$ cat src/hw/rv_pkg.sv
package rv_pkg;

  localparam int xlen       = 32;  // data and address width
  localparam int reg_addr_w = 5;

  // major opcodes, bits [6:0]
  localparam logic [6:0] op_reg    = 7'b0110011;
  localparam logic [6:0] op_imm    = 7'b0010011;
  localparam logic [6:0] op_load   = 7'b0000011;
  localparam logic [6:0] op_store  = 7'b0100011;
  localparam logic [6:0] op_branch = 7'b1100011;
  localparam logic [6:0] op_jal    = 7'b1101111;
  localparam logic [6:0] op_jalr   = 7'b1100111;
  localparam logic [6:0] op_system = 7'b1110011;

  // funct3 for arithmetic
  localparam logic [2:0] f3_add  = 3'b000;  // add / sub
  localparam logic [2:0] f3_sll  = 3'b001;
  localparam logic [2:0] f3_slt  = 3'b010;
  localparam logic [2:0] f3_sltu = 3'b011;
  localparam logic [2:0] f3_xor  = 3'b100;
  localparam logic [2:0] f3_srl  = 3'b101;  // srl / sra
  localparam logic [2:0] f3_or   = 3'b110;
  localparam logic [2:0] f3_and  = 3'b111;

  // funct3 for branches
  localparam logic [2:0] f3_beq = 3'b000;
  localparam logic [2:0] f3_bne = 3'b001;
  localparam logic [2:0] f3_blt = 3'b100;
  localparam logic [2:0] f3_bge = 3'b101;

  // bit positions inside the control vector carried down the pipe
  localparam int ctrl_reg_write = 0;
  localparam int ctrl_mem_read  = 1;
  localparam int ctrl_mem_write = 2;
  localparam int ctrl_alu_src   = 3;  // operand b from immediate
  localparam int ctrl_branch    = 4;
  localparam int ctrl_jal       = 5;
  localparam int ctrl_jalr      = 6;
  localparam int ctrl_w         = 7;

  typedef enum logic [3:0] {
    alu_add, alu_sub, alu_and, alu_or, alu_xor, alu_slt, alu_sltu,
    alu_sll, alu_srl, alu_sra,
    alu_eq, alu_ne, alu_lt, alu_ge  // branch compares, result in bit 0
  } alu_op_t;

  // one fetched word, seen as r-type or i-type
  typedef union packed {
    struct packed {
      logic [6:0] funct7;
      logic [4:0] rs2;
      logic [4:0] rs1;
      logic [2:0] funct3;
      logic [4:0] rd;
      logic [6:0] opcode;
    } r;
    struct packed {
      logic [11:0] imm_11_0;
      logic [4:0]  rs1;
      logic [2:0]  funct3;
      logic [4:0]  rd;
      logic [6:0]  opcode;
    } i;
  } inst_word_u;

  localparam logic [xlen-1:0]       ecall_halt_code = 32'd10;
  localparam logic [reg_addr_w-1:0] ecall_arg_reg   = 5'd17;  // a7

endpackage

$ cat src/hw/execute_unit.sv
`timescale 1ns/1ps

module execute_unit import rv_pkg::*; (
  input  logic                  clk,
  input  logic                  reset,
  input  logic [ctrl_w-1:0]     id_ctrl,
  input  logic [reg_addr_w-1:0] id_rs1,
  input  logic [reg_addr_w-1:0] id_rs2,
  input  logic [xlen-1:0]       id_rs1_data,
  input  logic [xlen-1:0]       id_rs2_data,
  input  logic [reg_addr_w-1:0] id_rd,
  input  logic [xlen-1:0]       id_imm,
  input  logic [xlen-1:0]       id_pc,
  input  alu_op_t               id_alu_op,
  input  logic                  id_halt,
  input  logic                  wb_write,
  input  logic [reg_addr_w-1:0] wb_rd,
  input  logic [xlen-1:0]       wb_data,
  output logic                  redirect,
  output logic [xlen-1:0]       redirect_target,
  output logic [ctrl_w-1:0]     mem_ctrl,
  output logic [xlen-1:0]       mem_result,
  output logic [xlen-1:0]       mem_store_data,
  output logic [reg_addr_w-1:0] mem_rd,
  output logic [xlen-1:0]       mem_pc,
  output logic                  mem_halt
);

  logic [xlen-1:0] op_a, op_b_reg, op_b, alu_out;

  // newest producer wins, memory over writeback
  function automatic logic [xlen-1:0] fwd_operand(input logic [reg_addr_w-1:0] rs,
                                                  input logic [xlen-1:0] rf_data);
    if (rs != '0 && mem_ctrl[ctrl_reg_write] && mem_rd == rs)
      return mem_result;
    if (rs != '0 && wb_write && wb_rd == rs)
      return wb_data;
    return rf_data;
  endfunction

  always_comb begin
    op_a     = fwd_operand(id_rs1, id_rs1_data);
    op_b_reg = fwd_operand(id_rs2, id_rs2_data);  // also the store data
  end

  assign op_b = id_ctrl[ctrl_alu_src] ? id_imm : op_b_reg;

  always_comb begin
    case (id_alu_op)
      alu_add:  alu_out = op_a + op_b;
      alu_sub:  alu_out = op_a - op_b;
      alu_and:  alu_out = op_a & op_b;
      alu_or:   alu_out = op_a | op_b;
      alu_xor:  alu_out = op_a ^ op_b;
      alu_slt:  alu_out = {31'b0, $signed(op_a) < $signed(op_b)};
      alu_sltu: alu_out = {31'b0, op_a < op_b};
      alu_sll:  alu_out = op_a << op_b[4:0];
      alu_srl:  alu_out = op_a >> op_b[4:0];
      alu_sra:  alu_out = $signed(op_a) >>> op_b[4:0];
      alu_eq:   alu_out = {31'b0, op_a == op_b};
      alu_ne:   alu_out = {31'b0, op_a != op_b};
      alu_lt:   alu_out = {31'b0, $signed(op_a) < $signed(op_b)};
      alu_ge:   alu_out = {31'b0, $signed(op_a) >= $signed(op_b)};
      default:  alu_out = '0;
    endcase
  end

  // fetch guessed not-taken, so any taken transfer redirects
  assign redirect = (id_ctrl[ctrl_branch] && alu_out[0]) ||
                    id_ctrl[ctrl_jal] || id_ctrl[ctrl_jalr];
  assign redirect_target = id_ctrl[ctrl_jalr] ? {alu_out[xlen-1:1], 1'b0}  // rs1 + imm
                                              : id_pc + id_imm;

  // EX/MEM control
  always_ff @(posedge clk) begin
    if (reset) begin
      mem_ctrl <= '0;
      mem_halt <= 1'b0;
    end else begin
      mem_ctrl <= id_ctrl;
      mem_halt <= id_halt;
    end
  end

  // EX/MEM payload
  always_ff @(posedge clk) begin
    mem_result     <= alu_out;
    mem_store_data <= op_b_reg;
    mem_rd         <= id_rd;
    mem_pc         <= id_pc;
  end

  // redirect comes from a transfer and is followed by the squashed slot
  a_redirect_strobe: assert property (@(posedge clk) disable iff (reset)
    redirect |-> (id_ctrl[ctrl_branch] || id_ctrl[ctrl_jal] || id_ctrl[ctrl_jalr])
                 ##1 !redirect);

endmodule

$ cat config.mk
export PLATFORM = sky130hd
export DESIGN_NAME = execute_unit
export DESIGN_NICKNAME = d
export VERILOG_FILES = /design/src/hw/rv_pkg.sv /design/src/hw/execute_unit.sv
export SDC_FILE = /design/constraint.sdc
export NUM_CORES = 1
export LEC_CHECK = 0
export ABC_AREA = 1
export BUFFER_PORTS_ARGS = -buffer_cell sky130_fd_sc_hd__buf_2
export CELL_PAD_IN_SITES_DETAIL_PLACEMENT = 1
export CELL_PAD_IN_SITES_GLOBAL_PLACEMENT = 1
export CORE_AREA = 2 2 240 183
export DETAILED_ROUTE_END_ITERATION = 6
export DIE_AREA = 0 0 242 185
export PLACE_DENSITY = 0.83
export SLEW_MARGIN = 30
export SYNTH_ARGS = -nofsm -noshare
export SYNTH_HDL_FRONTEND = slang
export SYNTH_SLANG_ARGS = --single-unit
export TNS_END_PERCENT = 100
$ cat constraint.sdc
create_clock -name clk -period 5.8 [get_ports clk]
set_input_delay 0.87 -clock clk [delete_from_list [all_inputs] [get_ports clk]]
set_output_delay 0.87 -clock clk [all_outputs]
set_load 0.1 [all_outputs]
# After elaboration in Yosys (flattened, before gate mapping)
# Cells that the tools add are included.
# op_classes
addsub	3
magnitude_cmp	3
n_eq_ne	19
shift	3
mux	17
bitwise	3
n_reduce_logical	15
# op_table
operator	count
$pmux W32 S13	1
$mux W32	10
$add A32 B32 Y32	2
$lt A32 B32 Y1	2
$and A32 B32 Y32	1
$eq A32 B32 Y1	1
$ge A32 B32 Y1	1
$ne A32 B32 Y1	1
$or A32 B32 Y32	1
$shl A32 B5 Y32	1
$shr A32 B5 Y32	1
$sshr A32 B5 Y32	1
$sub A32 B32 Y32	1
$xor A32 B32 Y32	1
$eq A4 B4 Y1 const B	6
$eq A5 B5 Y1	4
$eq A4 B3 Y1 const B	4
$reduce_bool A5 Y1	2
$logic_and A1 B1 Y1	9
$eq A4 B2 Y1 const B	2
$mux W1	6
$eq A4 B1 Y1 const B	1
$logic_not A4 Y1	1
$logic_or A1 B1 Y1	2
$reduce_or A2 Y1	1
# word_totals
reg_bits	109
in_bits	195
out_inout_bits	142
elab_cells	69

# Depth between registers and ports, before layout
# depth
word_depth	13
depth_mapped	36
mapped_depth_nobuf	34

# Least setup slack after synthesis
# Ideal clock, no wire load.
# synth_timing
path_kind	reg-to-output
start	register mem_rd[0]
end	output port redirect_target[16]
arrival_time_ps	5025
t_required_ps	4930
setup_slack_ps	-95
path_stages_with_launch	24
n_path_buf	3
cell_sequence	dfxtp_1 inv_1 nand2_1 o211ai_1 nor2_1 nand2_2 buf_2 nor2_1 a21oi_2 o21ai_4 inv_2 buf_2 ha_1 buf_2 nand2_1 o21ai_0 a21oi_1 o21bai_1 a21oi_1 xor2_1 o221a_2 nand3_1 nand2_1 o21ai_1
# synth_between
elab_chain_cells	8
elab_cells_between_ends	19
# synth_rtl
element	line	rtl
start: declaration	execute_unit.sv:24	output logic [reg_addr_w-1:0] mem_rd,
start signal: assignment	execute_unit.sv:89	mem_rd <= id_rd;
$eq A5 B5 Y1	execute_unit.sv:34	if (rs != '0 && mem_ctrl[ctrl_reg_write] && mem_rd == rs)
$logic_and A1 B1 Y1	execute_unit.sv:34	
$mux W1	execute_unit.sv:34	
$mux W32	execute_unit.sv:36	if (rs != '0 && wb_write && wb_rd == rs)
$mux W32	execute_unit.sv:46	assign op_b = id_ctrl[ctrl_alu_src] ? id_imm : op_b_reg;
$sub A32 B32 Y32, or another cell as far along	execute_unit.sv:51	alu_sub: alu_out = op_a - op_b;
$pmux W32 S13 (*)	execute_unit.sv:49	case (id_alu_op)
net alu_out[16]	execute_unit.sv:29	logic [xlen-1:0] op_a, op_b_reg, op_b, alu_out;
$mux W32 (*)	execute_unit.sv:71	assign redirect_target = id_ctrl[ctrl_jalr] ? {alu_out[xlen-1:1], 1'b0}
end: declaration	execute_unit.sv:20	output logic [xlen-1:0] redirect_target,
# The timed path passes the listed nets; every way through them passes the cells marked *.

# Final worst setup path
# layout_timing
start	input port wb_rd[1]
end	output port redirect_target[7]
# layout_between
elab_chain_cells	10
elab_cells_between_ends	25
# layout_rtl
element	line	rtl
start: declaration	execute_unit.sv:17	input logic [reg_addr_w-1:0] wb_rd,
$eq A5 B5 Y1 (*)	execute_unit.sv:36	
$logic_and A1 B1 Y1 (*)	execute_unit.sv:36	
$mux W1 (2 in a row)	execute_unit.sv:36	
$mux W32 (*)	execute_unit.sv:38	return rf_data;
$mux W32 (*)	execute_unit.sv:36	
net op_b_reg[4]	execute_unit.sv:29	
$mux W32 (*)	execute_unit.sv:46	
$sub A32 B32 Y32, or another cell as far along	execute_unit.sv:51	
$pmux W32 S13 (*)	execute_unit.sv:49	
net alu_out[7]	execute_unit.sv:29	
$mux W32 (*)	execute_unit.sv:71	
# The timed path passes the listed nets; every way through them passes the cells marked *. The select of a mux whose other input is x is not followed.

==> impl_metrics.csv <==
group,metric,value,unit
sta,timing.final.ws_setup,-0.757,ns
global_route,grt_overflow,0,
min_path,min-delay-path-class,"reg2reg",
synth,syn_area,15900,um^2
synth,yosys_warnings,0,
synth,synth_cells,2825,
floorplan,initial_utilization,0.374,
worst_setup_path,critPathSlowestCell,"o21ai_1",
place,place.gp.congestion,1.07,
clock_tree,clk_latency,0.40,ns
final_layout,layout.nets,3908,
clock_tree,cts.sinks,109,
global_route,grt_pass1_wl,167000,um
worst_setup_path,crit_path_start_kind,"primary input",
sta,hold_viol_final,0,
synth,synth_area_leader_cell,"nand2_1",
place,dpl.hpwl,86600,um
worst_setup_path,rr_startpoint,"mem_rd[4]",
floorplan,dieArea,44800,um^2
synth,synth-seq-area-share,0.137,
worst_setup_path,reg2reg_setup_slack,0.16,ns
synth,synth-edff-count,0,
detailed_routing,antenna_left,0,
place,port_buffers,336,
sta,drv_slew,0,
detailed_routing,dr_total_vias,27569,
pwr,ir_drop,0.194,mV
final_layout,fillers,5765,
place,post_dp_cell_area,21400,um^2
final_layout,multi_input_area,14100,um^2
synth,yosysTopAreaCellShare,0.191,
floorplan,coreArea,42600,um^2
floorplan,die_y,185,um
synth,ys_dominant_reg_cell,"dfxtp_1",
sta,rsz0062_at_grt,"true",
pwr,p_leak,12.9,nW
final_layout,syn2layout_area_growth,58.1,%
clock_tree,clkTransAtPathRegs,0.08,ns
run,drv_cap,0,
pwr,p_per_area,240,nW/um^2
run_status,failed_checks,"negative setup slack",
detailed_routing,wl,133000,um
detailed_routing,post-route-drc-count,0,
worst_setup_path,cp-end-kind,"output port",
worst_setup_path,reg2reg_depth,42,
floorplan,die_w,242,um
floorplan,ioPinCount,337,
detailed_routing,wire_per_inst,31.7,um
detailed_routing,drt_iter0_markers,4203,
clock_tree,hold_buffers,0,
sta,max_slew_margin,0.299,
sta,finClkSkew,0.0202,ns
worst_setup_path,cp.required,4.93,ns
global_route,grt_max_degree,73,
synth,synth.top_cells.by_area,"nand2_1, dfxtp_1, nand3_1, ha_1, inv_1",
worst_setup_path,cp_common_cell,"buf_4",
clock_tree,h-tree-depth,3,
synth,synth_cell_types,59,
synth,ys_ff_latch,109,
worst_setup_path,crit_type,"in2out",
place,dp_slack,-0.877,ns
synth,yosysMostFrequentCell,"nand2_1",
worst_setup_path,critPathMaxFanout,7,
final_layout,fin_util,0.591,
detailed_routing,firstDrtPassIters,6,
synth,async_reset_ff_frac,0,
worst_setup_path,r2r_end,"mem_store_data[13]",
clock_tree,cts_max_path_buffers,2,
sta,setup_viol,30,
sta,clock.fmax,0.153,GHz
clock_tree,cts_buffers,9,
synth,syn_nets,3151,
synth,syn_avg_cell_area,5.64,um^2
sta,finalCritPeriodShare,1.13,
min_path,hold_depth,2,
synth,yosys-top-cells-count,"nand2_1, nand3_1, inv_1",
global_route,antenna_found_initial,22,
final_layout,design_area,25200,um^2
final_layout,seqCellArea,2190,um^2
min_path,worstHoldStart,"mem_result[8]",
worst_setup_path,slowest_delay,0.63,ns
worst_setup_path,cp.arrival,5.69,ns
clock_tree,cts_tree,"done",
run_status,outcome,"complete, but fails checks",
sta,worst_pin_slew,1.05,ns
clock_tree,cts-root-buf,"clkbuf_16",
global_route,grt_use_total,0.497,
sta,fin_crit,6.56,ns
detailed_routing,avgViaCountPerCell,6.58,
global_route,grt_pass1_vias,25841,
floorplan,row_count,66,
final_layout,layout-drive-gt1-share,0.405,
min_path,whs_endpoint,"mem_store_data[8]",
[report_power, final]
group / switching (mW) / internal (mW)
registers: 0.0639 / 0.818
logic: 3.05 / 1.40
clock network: 0.362 / 0.354
total: 3.47 / 2.57
[layout make-up]
cell class | count | share of cell area
sequential | 109 | 0.0868
clock inverter | 5 | 0.00263
timing repair buffer | 877 | 0.264
clock buffer | 11 | 0.00963
antenna | 22 | 0.00219
tap | 578 | 0.0287
multi-input combinational | 2273 | 0.559
inverter | 312 | 0.0477
[layout by cell type (no fill, tap or decap), drive strengths merged, types with 2 or more instances in the layout]
master and count:
a2111oi 3, a211oi 5, a21boi 10, a21o 8, a21oi 172, a221oi 13, a311oi 2, a31oi 4
buf 877, clkbuf 11, clkinv 4, dfxtp 109, diode 22, fa 3, ha 128, inv 311
nand2 830, nand3 444, nand3b 5, nand4 27, nor2 227, nor3 26, nor4 2, o2111ai 5
o211ai 18, o21a 5, o21ai 190, o21bai 18, o221a 2, o221ai 4, o22ai 41, or2 45
xnor2 7, xor2 23
[per-layer routing]
layer  global-route usage  wire [um]
met1                0.616      45600
met5                    0        631
met2                0.753      53000
met4                0.345      14700
met3                0.133      18700
[registers in the layout (all words and copies together) (netlist names)]
name            cells
mem_result         32
mem_pc             32
mem_rd              5
mem_ctrl            7
mem_halt            1
mem_store_data     32
[worst max path at each step]
| stage | from | end | slack, ns | cells past startpoint |
|---|---|---|---|---|
| floorplan | mem_rd[1] | redirect_target[29] | 0.05 | 29 |
| global placement | id_rs2[3] | redirect_target[18] | -0.76 | 29 |
| detailed placement | id_rs2[0] | redirect_target[18] | -0.88 | 29 |
| CTS | id_rs2[3] | redirect_target[29] | -0.05 | 36 |
| global route | wb_rd[1] | redirect_target[7] | -0.76 | 32 |
| finish | wb_rd[1] | redirect_target[7] | -0.76 | 32 |
[through the flow]
step | std cells | power, mW | hold WS [ns] | setup TNS (ns)
after CTS | 4129 | 5.34 | 0.537 | -0.299
after global placement | 4045 | 4.26 | 0.525 | -9.06
after detailed placement | 4045 | 4.33 | 0.531 | -14.32
final | 4187 | 6.04 | 0.554 | -11.37
after global routing | 4175 | 6.12 | 0.563 | -13.28
after floorplan | 2825 | 2.90 | 0.898 | 0
[what timing repair did]
action | CTS | global route
gates resized for setup | 409 | 340
pin swaps | 107 | 127
setup endpoints to repair | 29 | 31
buffers inserted | 64 | 39
gates cloned | 4 | 0
[kinds of logic after synthesis]
family,after synthesis,synth area share
buffers and inverters,443,0.119
AOI/OAI and AO/OA,503,0.181
DFF,109,0.137
xor gates and xnor gates,30,0.0165
adders and majority gates,131,0.104
and+or+nand+nor,1609,0.442
[critical path: cells and delay by family]
family	cells	cell delay (ns)
and+or+nand+nor	14	1.77
adders and majority gates	1	0.22
buffers and inverters	10	1.32
AOI/OAI and AO/OA	7	1.49
No activity file was read; power rests on OpenSTA's default activity.
