===== config.mk =====
export PLATFORM = sky130hd
export DESIGN_NAME = decode_unit
export DESIGN_NICKNAME = d
export VERILOG_FILES = /design/src/hw/rv_pkg.sv /design/src/hw/decode_unit.sv /design/src/hw/register_file.sv
export SDC_FILE = /design/constraint.sdc
export NUM_CORES = 2
export LEC_CHECK = 0
export ABC_AREA = 1
export BUFFER_PORTS_ARGS = -buffer_cell sky130_fd_sc_hd__buf_2
export CAP_MARGIN = 20
export CORE_AREA = 2 2 516 518
export DETAILED_ROUTE_END_ITERATION = 7
export DIE_AREA = 0 0 518 520
export GPL_ROUTABILITY_DRIVEN = 0
export MAX_ROUTING_LAYER = met4
export PLACE_DENSITY = 0.37
export SYNTH_ARGS = -nofsm -noshare
export SYNTH_HDL_FRONTEND = slang
export SYNTH_HIERARCHICAL = 1
export SYNTH_SLANG_ARGS = --single-unit

===== constraint.sdc =====
create_clock -name clk -period 4.5 [get_ports clk]
set_input_delay 0.45 -clock clk [delete_from_list [all_inputs] [get_ports clk]]
set_output_delay 0.45 -clock clk [all_outputs]
set_load 0.005 [all_outputs]

===== src/hw/rv_pkg.sv =====
package rv_pkg;

  localparam int xlen       = 32;  // data and address width
  localparam int reg_addr_w = 5;

  // major opcodes, bits [6:0]
  localparam logic [6:0] op_reg    = 7'b0110011;
  localparam logic [6:0] op_imm    = 7'b0010011;
  localparam logic [6:0] op_load   = 7'b0000011;
  localparam logic [6:0] op_store  = 7'b0100011;
  localparam logic [6:0] op_branch = 7'b1100011;
  localparam logic [6:0] op_jal    = 7'b1101111;
  localparam logic [6:0] op_jalr   = 7'b1100111;
  localparam logic [6:0] op_system = 7'b1110011;

  // funct3 for arithmetic
  localparam logic [2:0] f3_add  = 3'b000;  // add / sub
  localparam logic [2:0] f3_sll  = 3'b001;
  localparam logic [2:0] f3_slt  = 3'b010;
  localparam logic [2:0] f3_sltu = 3'b011;
  localparam logic [2:0] f3_xor  = 3'b100;
  localparam logic [2:0] f3_srl  = 3'b101;  // srl / sra
  localparam logic [2:0] f3_or   = 3'b110;
  localparam logic [2:0] f3_and  = 3'b111;

  // funct3 for branches
  localparam logic [2:0] f3_beq = 3'b000;
  localparam logic [2:0] f3_bne = 3'b001;
  localparam logic [2:0] f3_blt = 3'b100;
  localparam logic [2:0] f3_bge = 3'b101;

  // bit positions inside the control vector carried down the pipe
  localparam int ctrl_reg_write = 0;
  localparam int ctrl_mem_read  = 1;
  localparam int ctrl_mem_write = 2;
  localparam int ctrl_alu_src   = 3;  // operand b from immediate
  localparam int ctrl_branch    = 4;
  localparam int ctrl_jal       = 5;
  localparam int ctrl_jalr      = 6;
  localparam int ctrl_w         = 7;

  typedef enum logic [3:0] {
    alu_add, alu_sub, alu_and, alu_or, alu_xor, alu_slt, alu_sltu,
    alu_sll, alu_srl, alu_sra,
    alu_eq, alu_ne, alu_lt, alu_ge  // branch compares, result in bit 0
  } alu_op_t;

  // one fetched word, seen as r-type or i-type
  typedef union packed {
    struct packed {
      logic [6:0] funct7;
      logic [4:0] rs2;
      logic [4:0] rs1;
      logic [2:0] funct3;
      logic [4:0] rd;
      logic [6:0] opcode;
    } r;
    struct packed {
      logic [11:0] imm_11_0;
      logic [4:0]  rs1;
      logic [2:0]  funct3;
      logic [4:0]  rd;
      logic [6:0]  opcode;
    } i;
  } inst_word_u;

  localparam logic [xlen-1:0]       ecall_halt_code = 32'd10;
  localparam logic [reg_addr_w-1:0] ecall_arg_reg   = 5'd17;  // a7

endpackage


===== src/hw/decode_unit.sv =====
`timescale 1ns/1ps

module decode_unit import rv_pkg::*; (
  input  logic                  clk,
  input  logic                  reset,
  input  inst_word_u            if_inst,
  input  logic [xlen-1:0]       if_pc,
  input  logic                  if_valid,
  input  logic                  redirect,
  input  logic [reg_addr_w-1:0] ex_rd,
  input  logic                  ex_mem_read,
  input  logic                  ex_reg_write,
  input  logic [reg_addr_w-1:0] mem_rd,
  input  logic                  mem_reg_write,
  input  logic [xlen-1:0]       mem_result,
  input  logic                  wb_write,
  input  logic [reg_addr_w-1:0] wb_rd,
  input  logic [xlen-1:0]       wb_data,
  output logic                  stall,
  output logic [ctrl_w-1:0]     id_ctrl,
  output logic [reg_addr_w-1:0] id_rs1,
  output logic [reg_addr_w-1:0] id_rs2,
  output logic [xlen-1:0]       id_rs1_data,
  output logic [xlen-1:0]       id_rs2_data,
  output logic [reg_addr_w-1:0] id_rd,
  output logic [xlen-1:0]       id_imm,
  output logic [xlen-1:0]       id_pc,
  output alu_op_t               id_alu_op,
  output logic                  id_halt,
  output logic [xlen-1:0]       reg_view [32]
);

  logic [ctrl_w-1:0]     ctrl;
  alu_op_t               alu_op;
  logic [xlen-1:0]       imm, rs1_data, rs2_data, ecall_val;
  logic [reg_addr_w-1:0] rf_rs1;
  logic                  uses_rs1, uses_rs2, is_ecall, load_in_mem;
  logic                  load_use, ecall_wait, bubble;

  // funct3 plus the sub/arith bit to an ALU op
  function automatic alu_op_t arith_op(input logic [2:0] f3, input logic alt);
    case (f3)
      f3_add:  return alt ? alu_sub : alu_add;
      f3_sll:  return alu_sll;
      f3_slt:  return alu_slt;
      f3_sltu: return alu_sltu;
      f3_xor:  return alu_xor;
      f3_srl:  return alt ? alu_sra : alu_srl;
      f3_or:   return alu_or;
      default: return alu_and;
    endcase
  endfunction

  always_comb begin
    ctrl     = '0;
    alu_op   = alu_add;  // loads, stores, jalr add rs1 + imm
    imm      = {{20{if_inst.i.imm_11_0[11]}}, if_inst.i.imm_11_0};  // i-type
    uses_rs1 = 1'b0;
    uses_rs2 = 1'b0;
    case (if_inst.r.opcode)
      op_reg: begin
        ctrl[ctrl_reg_write] = 1'b1;
        uses_rs1 = 1'b1;
        uses_rs2 = 1'b1;
        alu_op   = arith_op(if_inst.r.funct3, if_inst.r.funct7[5]);
      end
      op_imm: begin
        ctrl[ctrl_reg_write] = 1'b1;
        ctrl[ctrl_alu_src]   = 1'b1;
        uses_rs1 = 1'b1;
        // funct7 is immediate bits except for srai
        alu_op = arith_op(if_inst.r.funct3,
                          if_inst.r.funct3 == f3_srl && if_inst.r.funct7[5]);
      end
      op_load: begin
        ctrl[ctrl_reg_write] = 1'b1;
        ctrl[ctrl_mem_read]  = 1'b1;
        ctrl[ctrl_alu_src]   = 1'b1;
        uses_rs1 = 1'b1;
      end
      op_store: begin
        ctrl[ctrl_mem_write] = 1'b1;
        ctrl[ctrl_alu_src]   = 1'b1;
        uses_rs1 = 1'b1;
        uses_rs2 = 1'b1;
        imm = {{20{if_inst[31]}}, if_inst[31:25], if_inst[11:7]};
      end
      op_branch: begin
        ctrl[ctrl_branch] = 1'b1;
        uses_rs1 = 1'b1;
        uses_rs2 = 1'b1;
        imm = {{19{if_inst[31]}}, if_inst[31], if_inst[7], if_inst[30:25],
               if_inst[11:8], 1'b0};
        case (if_inst.r.funct3)
          f3_bne:  alu_op = alu_ne;
          f3_blt:  alu_op = alu_lt;
          f3_bge:  alu_op = alu_ge;
          default: alu_op = alu_eq;  // beq
        endcase
      end
      op_jal: begin
        ctrl[ctrl_reg_write] = 1'b1;
        ctrl[ctrl_jal]       = 1'b1;
        imm = {{11{if_inst[31]}}, if_inst[31], if_inst[19:12], if_inst[20],
               if_inst[30:21], 1'b0};
      end
      op_jalr: begin
        ctrl[ctrl_reg_write] = 1'b1;
        ctrl[ctrl_jalr]      = 1'b1;
        ctrl[ctrl_alu_src]   = 1'b1;
        uses_rs1 = 1'b1;
      end
      default: ;  // ecall and unknowns carry no control
    endcase
  end

  assign is_ecall = if_valid && if_inst.r.opcode == op_system;
  assign rf_rs1   = is_ecall ? ecall_arg_reg : if_inst.r.rs1;  // ecall reads a7

  register_file regfile_inst (
    .clk, .reset,
    .rs1      (rf_rs1),
    .rs2      (if_inst.r.rs2),
    .rd       (wb_rd),
    .rd_data  (wb_data),
    .write    (wb_write),
    .rs1_data (rs1_data),
    .rs2_data (rs2_data),
    .view     (reg_view)
  );

  // EX/MEM holds a load, its result is not ready for forwarding
  always_ff @(posedge clk) begin
    if (reset)
      load_in_mem <= 1'b0;
    else
      load_in_mem <= ex_mem_read;
  end

  // a7 as seen by ecall, memory stage first, writeback via the file
  assign ecall_val = (mem_reg_write && mem_rd == ecall_arg_reg && !load_in_mem)
                     ? mem_result : rs1_data;

  assign load_use = ex_mem_read && ex_rd != '0 &&
                    ((uses_rs1 && ex_rd == if_inst.r.rs1) ||
                     (uses_rs2 && ex_rd == if_inst.r.rs2));
  // a7 writer in execute, or a7 load still in memory
  assign ecall_wait = is_ecall &&
                      ((ex_reg_write && ex_rd == ecall_arg_reg) ||
                       (load_in_mem && mem_reg_write && mem_rd == ecall_arg_reg));

  assign stall  = if_valid && (load_use || ecall_wait) && !redirect;  // squash wins
  assign bubble = !if_valid || stall || redirect;

  // ID/EX control
  always_ff @(posedge clk) begin
    if (reset || bubble) begin
      id_ctrl <= '0;
      id_halt <= 1'b0;
    end else begin
      id_ctrl <= ctrl;
      id_halt <= is_ecall && ecall_val == ecall_halt_code;
    end
  end

  // ID/EX payload
  always_ff @(posedge clk) begin
    id_rs1      <= if_inst.i.rs1;
    id_rs2      <= if_inst.r.rs2;
    id_rd       <= if_inst.i.rd;
    id_rs1_data <= rs1_data;
    id_rs2_data <= rs2_data;
    id_imm      <= imm;
    id_pc       <= if_pc;
    id_alu_op   <= alu_op;
  end

  // word fetched under a taken transfer also leaves decode as a bubble
  a_bubble_clean: assert property (@(posedge clk) disable iff (reset)
    $past(redirect, 2) |-> !id_ctrl[ctrl_reg_write] && !id_ctrl[ctrl_mem_write]);

endmodule


===== src/hw/register_file.sv =====
`timescale 1ns/1ps

module register_file import rv_pkg::*; (
  input  logic                  clk,
  input  logic                  reset,
  input  logic [reg_addr_w-1:0] rs1,
  input  logic [reg_addr_w-1:0] rs2,
  input  logic [reg_addr_w-1:0] rd,
  input  logic [xlen-1:0]       rd_data,
  input  logic                  write,
  output logic [xlen-1:0]       rs1_data,
  output logic [xlen-1:0]       rs2_data,
  output logic [xlen-1:0]       view [32]
);

  logic [xlen-1:0] regs [32];

  always_ff @(posedge clk) begin
    if (reset) begin
      for (int i = 0; i < 32; i++)
        regs[i] <= '0;
    end else if (write && rd != '0) begin  // x0 stays zero
      regs[rd] <= rd_data;
    end
  end

  // write-through, so writeback lands before the read
  assign rs1_data = (rs1 == '0) ? '0 : (write && rd == rs1) ? rd_data : regs[rs1];
  assign rs2_data = (rs2 == '0) ? '0 : (write && rd == rs2) ? rd_data : regs[rs2];

  assign view = regs;

endmodule


Word-level counts from Yosys, hierarchy flattened
Index checks and enable logic that the tools add are counted.
{"block": "word_totals", "reg_bits": 1169, "out_inout_bits": 1180, "wordCells": 140}
{"block": "classes", "magnitude_cmp": 4, "muxes": 32, "n_reduce_logical": 37, "bitwise_logic": 3, "n_eq_ne": 21}
{"cell": "bitwise mux 1024 bit", "n": 1}
{"cell": "binary-select mux 32 bit (select 5 bit)", "n": 2}
{"cell": "two-way mux 32 bit", "n": 9}
{"cell": "demux 32 bit (select 5 bit)", "n": 1}
{"cell": "one-hot mux 20 bit (3 select lines)", "n": 1}
{"cell": "one-hot mux 4 bit (7 select lines)", "n": 2}
{"cell": "equality test 32 x 4 -> 1 bit, second input constant", "n": 1}
{"cell": "equality test 7 bit, second input constant", "n": 4}
{"cell": "equality test 5 bit", "n": 4}
{"cell": "logical AND 1 bit", "n": 19}
{"cell": "greater-or-equal comparator 6 bit, second input constant", "n": 3}
{"cell": "inverter 5 -> 6 bit", "n": 3}
{"cell": "equality test 7 x 6 -> 1 bit, second input constant", "n": 2}
{"cell": "two-way mux 1 bit", "n": 13}
{"cell": "one-hot mux 4 bit (3 select lines)", "n": 1}
{"cell": "equality test 5 bit, second input constant", "n": 2}
{"cell": "zero test 5 bit", "n": 2}
{"cell": "nonzero test 5 bit", "n": 2}
{"cell": "equality test 3 bit, second input constant", "n": 3}
{"cell": "one-hot mux 3 bit (3 select lines)", "n": 1}
{"cell": "equality test 7 x 2 -> 1 bit, second input constant", "n": 1}
{"cell": "equality test 7 x 5 -> 1 bit, second input constant", "n": 1}
{"cell": "equality test 3 x 2 -> 1 bit, second input constant", "n": 2}
{"cell": "logical OR 1 bit", "n": 6}
{"cell": "9 further kinds", "n": 11}

Depth between registers and ports, before layout
{"block": "depth", "depth_word": 12, "depth_mapped": 26}

Hierarchy
The synthesis kept the hierarchy.
{"mod": "register_file", "instances": 1, "cells_per_inst": 9117, "area_per_inst_um2": 58016.9, "seq_area_each_um2": 20499.7}
{"mod": "decode_unit", "instances": 1, "cells_per_inst": 369, "area_per_inst_um2": 3961.3, "seq_area_each_um2": 2902.8}

Worst setup path before layout
OpenSTA, ideal clock, no wires.
{"block": "synth_path", "path_kind": "input port to flip-flop", "start": "in if_inst[2] (netlist name)", "end": "reg id_halt", "arrival_time_ps": 2837, "setup_time_ps": 65, "slack_ps": 1598, "path_stages": 22, "cell_sequence": "nor2_1 > nand2_4 > nor4_4 > inv_1 > nand2_1 > buf_2 > clkbuf_1 > clkbuf_1 > nand2_1 > nand3_1 > nand3_1 > nand3_1 > nand3_1 > nand2_1 > a21oi_1 > nor2_1 > nand4_1 > nor2_1 > nand2_1 > o21ai_0 > nand3_1 > nor2_1"}
{"block": "synth_between", "elab_chain_len": 12, "word_cells_on_any_way": 36}
{"element": "start: declaration", "line_no": "decode_unit.sv:6", "text": "input inst_word_u if_inst,"}
{"element": "equality test 7 bit *", "line_no": "decode_unit.sv:117", "text": "assign is_ecall = if_valid && if_inst.r.opcode == op_system;"}
{"element": "logical AND 1 bit *", "line_no": "decode_unit.sv:117"}
{"element": "two-way mux 5 bit *", "line_no": "decode_unit.sv:118", "text": "assign rf_rs1 = is_ecall ? ecall_arg_reg : if_inst.r.rs1;"}
{"element": "named net rf_rs1[0]", "line_no": "decode_unit.sv:36", "text": "logic [reg_addr_w-1:0] rf_rs1;"}
{"element": "inverter 5 -> 6 bit (implied by the code)", "line_no": "register_file.sv:28", "text": "assign rs1_data = (rs1 == '0) ? '0 : (write && rd == rs1) ? rd_data : regs[rs1];"}
{"element": "binary-select mux 32 bit (select 5 bit)", "line_no": "register_file.sv:28"}
{"element": "two-way mux 32 bit (implied by the code) (2 in a row)", "line_no": "register_file.sv:28"}
{"element": "two-way mux 32 bit", "line_no": "register_file.sv:28"}
{"element": "two-way mux 32 bit *", "line_no": "register_file.sv:28"}
{"element": "named net rs1_data[10]", "line_no": "decode_unit.sv:35", "text": "logic [xlen-1:0] imm, rs1_data, rs2_data, ecall_val;"}
{"element": "two-way mux 32 bit *", "line_no": "decode_unit.sv:142", "text": "? mem_result : rs1_data;"}
{"element": "equality test 32 x 4 -> 1 bit *", "line_no": "decode_unit.sv:162", "text": "id_halt <= is_ecall && ecall_val == ecall_halt_code;"}
{"element": "logical AND 1 bit *", "line_no": "decode_unit.sv:162"}
{"element": "end signal: assignment", "line_no": "decode_unit.sv:162"}
{"element": "end: declaration", "line_no": "decode_unit.sv:29", "text": "output logic id_halt,"}
The timed path passes the listed nets; every way through them passes the cells marked *. The select of a mux whose other input is x is not followed.
A chain may end at the register's enable or synchronous reset.

Worst setup path in the final report
{"block": "layout_path", "start": "in if_inst[3] (netlist name)", "end": "reg id_halt"}
The elaborated chain is that of the path after synthesis.

==> metrics.md <==
| Metric | Value |
|---|---|
| Status | `finished clean` |
| Vias in the first global route | `around 67000` |
| Mapped Nets | `roughly 9600` |
| Seq/Total Area, Yosys | `0.378` |
| CTS tree | `done` |
| Drt via density | `5.24` |
| Die width | `518 um` |
| RSZ-0062 raised after global routing | `false` |
| Syn Inst Count | `9486` |
| Crit path DAT | `5.12 ns` |
| Period Utilization, post-route | `0.970` |
| Worst-margin pin slew | `1.18 ns` |
| Antenna violations before repair | `59` |
| Layout area overhead | `26.8%` |
| Initial core utilization | `0.235` |
| Root Buffer | `clkbuf_16` |
| Worst setup EP type | `flop` |
| Setup-failing EPs final | `0` |
| Mean area per synthesized cell | `6.53 um2` |
| Worst-skew pair later-pin latency | `approximately 0.85 ns` |
| DR vias | `about 74000` |
| IO Pins | `roughly 1300` |
| Final Hold Fails | `0` |
| Drt drc | `0` |
| Initial DRT Pass Iterations | `8` |
| DRT antenna net count | `0` |
| Share of cells above drive strength 1 | `0.195` |
| Peak VDD IR | `0.409 mV` |
| Pin count of the biggest net entering global routing | `119` |
| GRT Residual Overflow | `0` |
| CP Max Fanout | `33` |
| Fin nets | `10600` |
| Worst Setup Start Kind | `input port` |
| First-pass GRT wire length | `roughly 620000 um` |
| Most common cell after layout, fill and taps aside | `nand2_1` |
| Reg2reg setup slack | `1.38 ns` |
| Fmax | `229 MHz` |
| Worst-case clock buffer depth | `3` |
| Static leakage power | `36.3 nW` |
| Synth warn | `6` |
| Hold WC Path Type | `in2reg` |
| Worst EP required | `5.26 ns` |
| PwrDens | `362 nW/um2` |
| DIE AREA | `269000 um2` |
| Hold WS | `0.0530 ns` |
| Clock skew | `0.0474 ns` |
| Filler cells | `29200` |
| Flops & latches, synth | `1169` |
| CTS clk-pin slew, worst paths | `0.06 ns` |
| Netlist cell types | `38` |
| Most frequent cells in the layout | `nand2_1 (2218), nand3_1 (1417), buf_2 (1316)` |
| Clk sinks | `1169` |
| Slew headroom | `0.215` |
| Synth Cell Area | `approximately 62000 um2` |
| FP Rows | `approximately 190` |
| Die Y | `520 um` |
| DRT iter0 DRCs | `9910` |
| Pwr Total | `~28 mW` |
| WS Path Type | `in2reg` |
| Final min period | `4.37 ns` |
| Core Footprint | `~260000 um2` |
| Total CTS buffers | `153` |
| Max-Cap Viols | `0` |
| H-tree depth | `4` |
| IO buf count | `between 1000 and 1500` |
| Post-DP HPWL | `roughly 350000 um` |
| Drt wl/cell | `around 33 um` |
| GRT Util Overall | `0.343` |
| Slew Viols, Final | `0` |
| Final wirelength | `471000 um` |
| Final setup TNS | `0 ns` |
## area by class of cell
| type | instances | area (um2) | area share |
|---|---|---|---|
| Multi-Input combinational cell | 6487 | 31300 | 0.398 |
| Sequential cell | 1169 | 23400 | 0.298 |
| Clock inverter | 72 | 818 | 0.0104 |
| Antenna cell | 30 | 75.1 | 0.000955 |
| Clock buffer | 204 | 4390 | 0.0559 |
| Tap cell | 3533 | 4420 | 0.0562 |
| Timing Repair Buffer | 1705 | 10500 | 0.134 |
| Inverter | 966 | 3670 | 0.0467 |
## timing repair
action,CTS,global route
buffers inserted,0,0
hold buffers,63,0
setup endpoints to repair,0,1
endpoints found under the hold margin,80,0
resized for setup,0,4
## cell families after synthesis
kind of cell / share of synthesized area
AO/OA/AOI/OAI: 0.168
XOR/XNOR: 0.000565
buffers and inverters: 0.119
flip-flops: 0.378
AND/OR/NAND/NOR: 0.335
## Yosys cell counts
cell type / count / share of area
a211oi_1: 795 / 0.096
a211oi_2: 32 / 0.0065
a21oi_1: 285 / 0.023
a32o_1: 1 / 0.00016
a41oi_1: 1 / 0.00014
buf_1: 100 / 0.0061
buf_2: 267 / 0.022
buf_4: 13 / 0.0016
buf_6: 17 / 0.0031
clkbuf_1: 466 / 0.028
clkbuf_2: 1 / 0.000081
clkinv_1: 3 / 0.00018
dfxtp_1: 1169 / 0.38
inv_1: 915 / 0.055
inv_2: 47 / 0.0028
inv_4: 1 / 0.00010
nand2_1: 2221 / 0.13
nand2_2: 3 / 0.00030
nand2_4: 1 / 0.00018
nand3_1: 1419 / 0.11
nand3_2: 2 / 0.00032
nand3_4: 3 / 0.00085
nand4_1: 14 / 0.0014
nor2_1: 1241 / 0.075
nor2_2: 5 / 0.00050
nor2_4: 8 / 0.0015
nor2_8: 2 / 0.00065
nor3_1: 7 / 0.00057
nor3_2: 4 / 0.00065
nor4_4: 1 / 0.00034
o211ai_1: 220 / 0.027
o21ai_0: 173 / 0.014
o21ai_1: 1 / 0.000081
o22ai_1: 7 / 0.00071
o31ai_1: 1 / 0.00012
or2_2: 36 / 0.0036
xnor2_1: 1 / 0.00014
xor2_1: 3 / 0.00042
## registers in the layout, indices dropped and copies added, names as in the netlist
register and cells:
id_alu_op 4, id_ctrl 7, id_halt 1, id_imm 21, id_pc 32, id_rd 5
id_rs1 5, id_rs1_data 32, id_rs2 5, id_rs2_data 32, load_in_mem 1, regfile_inst/view 1024
## report_power, final
group	internal, mW	leakage, nW	switching, mW
logic	1.16	24.2	3.26
registers	10.6	9.48	0.309
clock network	7.66	2.56	5.46
## worst max-delay path: stages
cell and delay, ns:
dlygate4sd3_1 0.55, buf_2 0.15, nor2_1 0.18, nand2_4 0.08, nor4_4 0.23, buf_4 0.25, nor2_4 0.07, inv_8 0.32
buf_12 0.30, nand3_1 0.11, nand3_1 0.26, nand3_1 0.29, nand3_1 0.17, nand2_1 0.07, a21oi_1 0.17, inv_1 0.06
nor2_1 0.26, nand4_1 0.21, nor2_2 0.22, nand2_2 0.22, o21ai_0 0.14, nand3_1 0.09, nor2_1 0.11
## routing by layer
metal  vias up  global-route usage  share of wire
met5         -                   -              0
met4         0               0.212          0.070
met3       755              0.0706          0.087
met2      4463               0.509           0.43
met1     35900               0.426           0.41
li1      33200                   -              -
## stage by stage
| stage | setup WS [ns] | area, um2 | instances | utilization |
|---|---|---|---|---|
| 2_1_floorplan | 1.60 | 62000 | 9486 | - |
| 3_5_place_dp | -0.254 | 72600 | 13800 | 0.275 |
| 6_report | 0.134 | 78600 | 14200 | 0.298 |
| 3_3_place_gp | -0.311 | 72600 | 13800 | 0.275 |
| 4_1_cts | 0.0842 | 78500 | 14100 | 0.297 |
| 5_1_grt | 0.0719 | 78600 | 14100 | 0.298 |
## worst paths after layout
check | start | end | cells after the start
setup reg to reg | regfile_inst/view[97] | id_halt | 16
hold reg to reg | regfile_inst/view[492] | regfile_inst/view[492] | 2
setup / recovery | if_inst[3] | id_halt | 23
hold / removal | wb_data[31] | regfile_inst/view[223] | 3
Power figures use the tool's default switching activity.
